`config.mk`:
```
export PLATFORM = sky130hd
export DESIGN_NAME = sunsoft3_mapper
export DESIGN_NICKNAME = d
export VERILOG_FILES = /design/src/rtl/sunsoft3_pkg.sv /design/src/rtl/sunsoft3_mapper.sv /design/src/rtl/sunsoft3_chr_map.sv /design/src/rtl/sunsoft3_prg_map.sv /design/src/rtl/sunsoft3_irq_timer.sv /design/src/rtl/sunsoft3_write_fsm.sv
export SDC_FILE = /design/constraint.sdc
export NUM_CORES = 1
export LEC_CHECK = 0
export ABC_AREA = 1
export BUFFER_PORTS_ARGS = -buffer_cell sky130_fd_sc_hd__buf_2
export CAP_MARGIN = 20
export CORE_ASPECT_RATIO = 1.75
export CORE_MARGIN = 1
export CORE_UTILIZATION = 40
export DETAILED_ROUTE_END_ITERATION = 8
export GPL_TIMING_DRIVEN = 0
export PLACE_DENSITY_LB_ADDON = 0.2
export SLEW_MARGIN = 25
export SYNTH_ARGS = -nofsm -noshare
export SYNTH_HDL_FRONTEND = slang
export SYNTH_SLANG_ARGS = --single-unit
export TNS_END_PERCENT = 30
```
`constraint.sdc`:
```
create_clock -name clk -period 2 [get_ports clk]
set_input_delay 0 -clock clk [delete_from_list [all_inputs] [get_ports clk]]
set_output_delay 0 -clock clk [all_outputs]
set_load 0.03 [all_outputs]
```
`src/rtl/sunsoft3_pkg.sv`:
```
// Sunsoft-3 mapper shared widths, register opcodes, FSM states and mapping constants
`default_nettype none

package sunsoft3_pkg;

	localparam int cpu_addr_w      = 16;    // CPU address bus
	localparam int ppu_addr_w      = 14;    // PPU address bus
	localparam int out_addr_w      = 22;    // Translated ROM/RAM address
	localparam int data_w          = 8;     // CPU data bus
	localparam int bank_w          = 8;     // Stored bank register
	localparam int prg_bank_used_w = 6;     // PRG bank bits that reach the address
	localparam int timer_w         = 16;    // IRQ cycle counter

	// Register opcodes issued by the write decoder
	typedef enum logic [3:0] {
		op_none,            // No qualified write this cycle
		op_chr0,            // $8800 CHR bank at PPU $0000
		op_chr1,            // $9800 CHR bank at PPU $0800
		op_chr2,            // $A800 CHR bank at PPU $1000
		op_chr3,            // $B800 CHR bank at PPU $1800
		op_irq_load_high,   // $C800 first write, counter bits 15:8
		op_irq_load_low,    // $C800 second write, counter bits 7:0
		op_irq_ctrl,        // $D800 enable and acknowledge
		op_mirror,          // $E800 nametable mirroring
		op_prg              // $F800 16 kB bank at $8000
	} reg_op_t;

	// Which counter byte the next $C800 write loads
	typedef enum logic {
		load_high,
		load_low
	} write_state_t;

	// Mirroring modes, encoded as written to $E800 bits 1:0
	typedef enum logic [1:0] {
		mirror_vertical    = 2'b00,   // A10 from PPU A10
		mirror_horizontal  = 2'b01,   // A10 from PPU A11
		mirror_single_low  = 2'b10,   // Lower nametable only
		mirror_single_high = 2'b11    // Upper nametable only
	} mirror_t;

	localparam logic [8:0]        prg_ram_prefix = 9'b111100000;   // Work RAM region
	localparam logic [2:0]        chr_prefix     = 3'b100;         // CHR ROM region
	localparam logic [bank_w-1:0] prg_fixed_bank = '1;             // Last bank at $C000

endpackage

`default_nettype wire
```
`src/rtl/sunsoft3_mapper.sv`:
```
// Sunsoft-3 (mapper 67) top, joins write decoder, IRQ timer and PRG/CHR mapping
`default_nettype none

module sunsoft3_mapper (
	input  wire                                  clk,
	input  wire                                  reset,
	input  wire                                  ce,          // CPU cycle enable
	input  wire  [sunsoft3_pkg::cpu_addr_w-1:0] prg_ain,
	input  wire                                  prg_write,
	input  wire  [sunsoft3_pkg::data_w-1:0]     prg_din,
	input  wire  [sunsoft3_pkg::ppu_addr_w-1:0] chr_ain,
	output wire  [sunsoft3_pkg::out_addr_w-1:0] prg_aout,
	output wire                                  prg_allow,
	output wire  [sunsoft3_pkg::out_addr_w-1:0] chr_aout,
	output wire                                  vram_a10,
	output wire                                  vram_ce,
	output wire                                  irq
);

	sunsoft3_pkg::reg_op_t            reg_op;     // Decoded register write
	wire [sunsoft3_pkg::data_w-1:0]   reg_data;   // Write data

	sunsoft3_write_fsm u_write_fsm (
		.clk       (clk),
		.reset     (reset),
		.ce        (ce),
		.prg_write (prg_write),
		.prg_ain   (prg_ain),
		.prg_din   (prg_din),
		.reg_op    (reg_op),
		.reg_data  (reg_data)
	);

	sunsoft3_irq_timer u_irq_timer (
		.clk      (clk),
		.reset    (reset),
		.ce       (ce),
		.reg_op   (reg_op),
		.reg_data (reg_data),
		.irq      (irq)
	);

	sunsoft3_prg_map u_prg_map (
		.clk       (clk),
		.reset     (reset),
		.ce        (ce),
		.reg_op    (reg_op),
		.reg_data  (reg_data),
		.prg_ain   (prg_ain),
		.prg_write (prg_write),
		.prg_aout  (prg_aout),
		.prg_allow (prg_allow)
	);

	sunsoft3_chr_map u_chr_map (
		.clk      (clk),
		.reset    (reset),
		.ce       (ce),
		.reg_op   (reg_op),
		.reg_data (reg_data),
		.chr_ain  (chr_ain),
		.chr_aout (chr_aout),
		.vram_a10 (vram_a10),
		.vram_ce  (vram_ce)
	);

endmodule

`default_nettype wire

```
`src/rtl/sunsoft3_chr_map.sv`:
```
// Sunsoft-3 CHR mapping, four 2 kB banks plus nametable mirroring and VRAM select
`default_nettype none

module sunsoft3_chr_map (
	input  wire                                  clk,
	input  wire                                  reset,
	input  wire                                  ce,
	input  wire  sunsoft3_pkg::reg_op_t          reg_op,
	input  wire  [sunsoft3_pkg::data_w-1:0]     reg_data,
	input  wire  [sunsoft3_pkg::ppu_addr_w-1:0] chr_ain,
	output logic [sunsoft3_pkg::out_addr_w-1:0] chr_aout,
	output logic                                 vram_a10,   // Nametable A10
	output logic                                 vram_ce     // Internal VRAM select
);

	logic [sunsoft3_pkg::bank_w-1:0] chr_bank [4];   // One per 2 kB window
	logic [sunsoft3_pkg::bank_w-1:0] chr_sel;
	sunsoft3_pkg::mirror_t           mirroring;

	always_ff @(posedge clk) begin
		if (reset) begin
			chr_bank[0] <= '0;
			chr_bank[1] <= '0;
			chr_bank[2] <= '0;
			chr_bank[3] <= '0;
			mirroring   <= sunsoft3_pkg::mirror_vertical;
		end else if (ce) begin
			case (reg_op)
				sunsoft3_pkg::op_chr0:   chr_bank[0] <= reg_data;
				sunsoft3_pkg::op_chr1:   chr_bank[1] <= reg_data;
				sunsoft3_pkg::op_chr2:   chr_bank[2] <= reg_data;
				sunsoft3_pkg::op_chr3:   chr_bank[3] <= reg_data;
				sunsoft3_pkg::op_mirror: mirroring <= sunsoft3_pkg::mirror_t'(reg_data[1:0]);
				default: ;   // Other registers live elsewhere
			endcase
		end
	end

	assign chr_sel  = chr_bank[chr_ain[12:11]];   // PPU A12..A11 picks window
	assign chr_aout = {sunsoft3_pkg::chr_prefix, chr_sel, chr_ain[10:0]};

	always_comb begin
		case (mirroring)
			sunsoft3_pkg::mirror_vertical:    vram_a10 = chr_ain[10];
			sunsoft3_pkg::mirror_horizontal:  vram_a10 = chr_ain[11];
			sunsoft3_pkg::mirror_single_low:  vram_a10 = 1'b0;
			sunsoft3_pkg::mirror_single_high: vram_a10 = 1'b1;
			default:                          vram_a10 = chr_ain[10];
		endcase
	end

	assign vram_ce = chr_ain[13];   // $2000 and up is nametable space

endmodule

`default_nettype wire

```
`src/rtl/sunsoft3_prg_map.sv`:
```
// Sunsoft-3 PRG mapping, 16 kB switchable bank, fixed last bank and 8 kB work RAM
`default_nettype none

module sunsoft3_prg_map (
	input  wire                                  clk,
	input  wire                                  reset,
	input  wire                                  ce,
	input  wire  sunsoft3_pkg::reg_op_t          reg_op,
	input  wire  [sunsoft3_pkg::data_w-1:0]     reg_data,
	input  wire  [sunsoft3_pkg::cpu_addr_w-1:0] prg_ain,
	input  wire                                  prg_write,
	output logic [sunsoft3_pkg::out_addr_w-1:0] prg_aout,
	output logic                                 prg_allow
);

	logic [sunsoft3_pkg::bank_w-1:0] prg_bank;     // $8000-$BFFF bank
	logic [sunsoft3_pkg::bank_w-1:0] bank_sel;     // Bank for this access
	logic                            prg_is_ram;   // $6000-$7FFF

	always_ff @(posedge clk) begin
		if (reset)
			prg_bank <= '0;
		else if (ce && reg_op == sunsoft3_pkg::op_prg)
			prg_bank <= reg_data;   // Full byte kept, low bits used
	end

	assign prg_is_ram = (prg_ain[15:13] == 3'b011);

	// A14 picks switchable or hardwired last bank
	assign bank_sel = prg_ain[14] ? sunsoft3_pkg::prg_fixed_bank : prg_bank;

	always_comb begin
		if (prg_is_ram)
			prg_aout = {sunsoft3_pkg::prg_ram_prefix, prg_ain[12:0]};
		else
			prg_aout = {2'b00, bank_sel[sunsoft3_pkg::prg_bank_used_w-1:0], prg_ain[13:0]};
	end

	// ROM is read only, RAM takes both
	assign prg_allow = prg_is_ram | (prg_ain[15] & ~prg_write);

endmodule

`default_nettype wire

```
`src/rtl/sunsoft3_irq_timer.sv`:
```
// Sunsoft-3 IRQ timer, 16-bit CPU cycle down-counter with interrupt flag and acknowledge
`default_nettype none

module sunsoft3_irq_timer (
	input  wire                              clk,
	input  wire                              reset,
	input  wire                              ce,        // One count per CPU cycle
	input  wire sunsoft3_pkg::reg_op_t       reg_op,
	input  wire [sunsoft3_pkg::data_w-1:0]  reg_data,
	output logic                             irq
);

	logic [sunsoft3_pkg::timer_w-1:0] irq_counter;
	logic                             irq_enable;

	always_ff @(posedge clk) begin
		if (reset) begin
			irq_counter <= '0;
			irq_enable  <= 1'b0;
			irq         <= 1'b0;
		end else if (ce) begin
			// Byte loads win over the count in the same cycle
			if (reg_op == sunsoft3_pkg::op_irq_load_high) begin
				irq_counter <= {reg_data, irq_counter[7:0]};
			end else if (reg_op == sunsoft3_pkg::op_irq_load_low) begin
				irq_counter <= {irq_counter[15:8], reg_data};
			end else if (irq_enable) begin
				// Zero minus one wraps to FFFF as the chip does
				irq_counter <= irq_counter - sunsoft3_pkg::timer_w'(1);
				if (irq_counter == '0) begin
					irq        <= 1'b1;   // Underflow
					irq_enable <= 1'b0;   // One shot
				end
			end

			// Control write re-arms and acks, overriding an underflow this cycle
			if (reg_op == sunsoft3_pkg::op_irq_ctrl) begin
				irq_enable <= reg_data[4];
				irq        <= 1'b0;
			end
		end
	end

endmodule

`default_nettype wire

```
`src/rtl/sunsoft3_write_fsm.sv`:
```
// Sunsoft-3 CPU write decoder, turns register writes into opcodes and orders IRQ counter bytes
`default_nettype none

module sunsoft3_write_fsm (
	input  wire                                  clk,
	input  wire                                  reset,
	input  wire                                  ce,          // CPU cycle enable
	input  wire                                  prg_write,
	input  wire  [sunsoft3_pkg::cpu_addr_w-1:0] prg_ain,
	input  wire  [sunsoft3_pkg::data_w-1:0]     prg_din,
	output sunsoft3_pkg::reg_op_t                reg_op,
	output logic [sunsoft3_pkg::data_w-1:0]     reg_data
);

	sunsoft3_pkg::write_state_t state;   // Byte order for $C800
	logic                       wr_hit;  // Qualified register write

	// Register space is $8000-$FFFF with A11 set, one CPU cycle per write
	assign wr_hit = ce & prg_write & prg_ain[15] & prg_ain[11];

	assign reg_data = prg_din;   // Data goes straight to the register owners

	always_comb begin
		reg_op = sunsoft3_pkg::op_none;
		if (wr_hit) begin
			case (prg_ain[14:12])   // Register select in A14..A12
				3'd0: reg_op = sunsoft3_pkg::op_chr0;
				3'd1: reg_op = sunsoft3_pkg::op_chr1;
				3'd2: reg_op = sunsoft3_pkg::op_chr2;
				3'd3: reg_op = sunsoft3_pkg::op_chr3;
				3'd4: begin
					// Same address for both bytes, state picks which one
					if (state == sunsoft3_pkg::load_high)
						reg_op = sunsoft3_pkg::op_irq_load_high;
					else
						reg_op = sunsoft3_pkg::op_irq_load_low;
				end
				3'd5: reg_op = sunsoft3_pkg::op_irq_ctrl;
				3'd6: reg_op = sunsoft3_pkg::op_mirror;
				3'd7: reg_op = sunsoft3_pkg::op_prg;
				default: reg_op = sunsoft3_pkg::op_none;
			endcase
		end
	end

	always_ff @(posedge clk) begin
		if (reset) begin
			state <= sunsoft3_pkg::load_high;
		end else begin
			case (reg_op)
				sunsoft3_pkg::op_irq_load_high: state <= sunsoft3_pkg::load_low;    // Low byte next
				sunsoft3_pkg::op_irq_load_low:  state <= sunsoft3_pkg::load_high;   // Pair done
				sunsoft3_pkg::op_irq_ctrl:      state <= sunsoft3_pkg::load_high;   // Resync on ack
				default:                        state <= state;
			endcase
		end
	end

endmodule

`default_nettype wire

```
==> reports/qor.csv <==
stage,metric,value,unit
flow_run,Max Cap Violations,0,
global_route,first-pass GRT wire length,14500,µm
route,Via density,4.93,
die,core area,8370,µm²
global_route,vias in the first global route,3007,
die,die height,126,µm
clock_network,CTS buffer count,9,
clock_network,H-tree depth,3,
sta,part of the cycle the worst path needs,90.0,%
run_status,outcome,completed,
synthesis,number of synthesized flops with an enable pin,32,
synthesis,"FF+latch count, synth",59,
synthesis,ys async rst share,0,%
synthesis,Mapped Cells,492,
sta,"Setup violations, final",0,
setup_path,Worst R2R Setup Slack,0.20,ns
setup_path,worst-case reg-to-reg path depth,5,
layout,ANT cells,0,
global_route,largest net degree at the start of global routing,11,
setup_path,"Worst Path Class, Setup",flip-flop to flip-flop,
route,routed len/inst,13.8,µm
place,Post-Place Setup Slack,-0.202,ns
die,site row count,44,
global_route,GRT Residual Overflow,0,
die,Ports,90,
place,Post-DP HPWL,7430,µm
global_route,initial antenna violation count,0,
sta,total negative slack,0,ns
route,vias after detailed routing,3404,
clock_network,Sink Count,59,
synthesis,"Top FF cell, synth",edfxtp_1,
worst_hold_path,Hold Path End,u_irq_timer.irq_counter[12],
synthesis,post-synthesis sequential area ratio,43.0,%
place,GPL Wtd Cong,0.934,
sta,Fmax,0.555,GHz
power_and_ir_drop,Leakage,0.00216,µW
place,PortBufs,64,
synthesis,post-synthesis cell type count,28,
route,DRT Pass-1 Iters,5,
layout,fraction of layout cells with a size suffix above 1,22.3,%
route,DRC Markers,0,
setup_path,R2R Path End,u_chr_map.chr_bank[0][6],
setup_path,CP Data Arrival Time,1.76,ns
sta,Final Skew,0.00347,ns
route,Detail Route Antenna Nets,0,
die,Starting Density,41.8,%
worst_hold_path,Hold Path Depth,5,
synthesis,post-synthesis cell area,3490,µm²
clock_network,Root Buffer,clkbuf_16,
layout,synth-to-layout area growth,23.5,%
layout,final net count,613,
sta,"Hold Violations, Final",0,
power_and_ir_drop,PD cells,809,nW/µm²
setup_path,startpoint types,flip-flop,
die,die area,9130,µm²
clock_network,"Clk Latency, worst-skew pair",0.33,ns
setup_path,CP Data Required Time,1.96,ns
setup_path,CP max FO,8,
power_and_ir_drop,maximum VDD drop,0.391,mV
sta,unrepaired setup endpoints after global routing,false,
clock_network,CTS tree,done,
global_route,gr usage total,21.5,%
sta,Relative slew margins,48.1,%
route,final WL,9530,µm
setup_path,Crit. End Element,flip-flop,
sta,Tmin final,1.80,ns
worst_hold_path,Min-Delay Path Class,input pin to flip-flop,
worst_hold_path,hold path start,prg_din[4],
sta,Hold WS,0.00236,ns
clock_network,"Reg clk slew, reported paths",0.05,ns
sta,"Slew Viols, Final",0,
clock_network,postcts setup bufs,0,
synthesis,Yosys Warn Count,0,
setup_path,worst r2r src,u_write_fsm.state,
die,Die Wd,72.7,µm
sta,worst slew pin tran,0.774,ns
clock_network,CTS max path bufs,2,
route,drt initial violations,246,
sta,PnR worst setup slack,0.199,ns
synthesis,Syn Area/Cell,7.10,µm²
[cell families after synthesis]
| kind of cell | count (synthesis) | synth area share (%) |
|---|---|---|
| XOR/XNOR | 3 | 0.752 |
| AND/OR/NAND/NOR | 268 | 31.7 |
| multiplexers | 1 | 0.286 |
| adder cells (fa/ha/maj) | 1 | 0.358 |
| buffers and inverters | 90 | 13.6 |
| AO/OA/AOI/OAI | 68 | 10.2 |
| other | 2 | 0.215 |
| flip-flops | 59 | 43.0 |
[cells in the final DEF, fill, tap and decap left out, types with 3 or more instances in the layout]
cell       count
nor2_1       122
nand2_1      102
buf_2         69
inv_1         45
o21ai_0       41
edfxtp_1      32
buf_4         31
nand3_1       29
dfxtp_1       27
a21oi_1       14
clkbuf_16      9
o22ai_1        8
clkbuf_1       5
nand4_1        4
inv_2          3
o21ai_1        3
xor2_1         3
conb_1         3
bufinv_16      3
[report_power, final]
group	total [µW]	internal, µW	switching [µW]
logic	438	140	297
registers	1320	1310	8.36
clock network	1740	1210	529
[flip-flops by register name, summed over array words and instances, names as in the netlist]
| register | cells |
|---|---|
| u_chr_map.chr_bank | 32 |
| u_irq_timer.irq_counter | 16 |
| u_irq_timer.irq_enable | 1 |
| u_write_fsm.state | 1 |
| u_prg_map.prg_bank | 6 |
| u_irq_timer.irq | 1 |
| u_chr_map.mirroring | 2 |
[through the flow]
| stage | util (%) | std cells | power [µW] | area [µm²] |
|---|---|---|---|---|
| global placement | 47.4 | 672 | 1770 | 3960 |
| floorplan | - | 493 | 1640 | 3500 |
| finish | 51.6 | 690 | 3490 | 4320 |
| detailed placement | 47.4 | 672 | 1780 | 3960 |
| global route | 51.6 | 690 | 3590 | 4320 |
| CTS | 51.6 | 690 | 3510 | 4320 |
[critical path, stage by stage, from the launching register on]
cell	delay (ns)
dfxtp_1	0.32
nand2_1	0.06
nand2_1	0.06
nand2_1	0.13
nand3_1	0.19
o21ai_1	0.67
[cell type report]
cell class | instances | area [µm²]
Timing Repair Buffer | 66 | 340
Clock buffer | 10 | 229
Multi-Input combinational cell | 344 | 1520
Buffer | 42 | 295
Tap cell | 115 | 144
Sequential cell | 59 | 1500
Inverter | 48 | 180
Fill cell | 853 | 4050
Clock inverter | 6 | 104
[layer usage]
layer	up-vias	wire, µm	GRT usage (%)
met2	136	5250	41.0
met3	22	511	4.08
li1	1702	-	-
met5	-	0	0
met4	0	338	12.5
met1	1544	3430	20.3
[cells in the mapped netlist (3+ instances only)]
cell type    n  area share [%]
inv_2        3            0.32
nand2_1    102              11
inv_1       45             4.8
xor2_1       3            0.75
buf_2        5            0.72
nand3_1     29             4.2
clkbuf_1     4            0.43
o22ai_1      8             1.4
o21ai_0     44             6.3
edfxtp_1    32              27
nand4_1      4            0.72
dfxtp_1     27              15
a21oi_1     14             2.0
buf_4       31             6.7
nor2_1     122              13
[repair_timing]
action                                  CTS  global route
endpoints found under the setup margin   16             0
endpoints found under the hold margin     3             0
hold buffers                              2             0
gates resized for setup                   2             0
[how the worst max path moves through the flow]
stage                                  from                  endpoint  slack, ns  cells past startpoint
after CTS                 u_write_fsm.state  u_chr_map.chr_bank[0][6]       0.19                      5
final                     u_write_fsm.state  u_chr_map.chr_bank[0][6]       0.20                      5
after detailed placement        prg_ain[14]  u_chr_map.chr_bank[1][2]      -0.20                      9
after global placement          prg_ain[14]  u_chr_map.chr_bank[0][6]      -0.20                      9
after global routing      u_write_fsm.state  u_chr_map.chr_bank[3][1]      0.004                      6
after floorplan           u_write_fsm.state  u_chr_map.chr_bank[1][0]       0.25                      6
No activity file was read; power rests on OpenSTA's default activity.
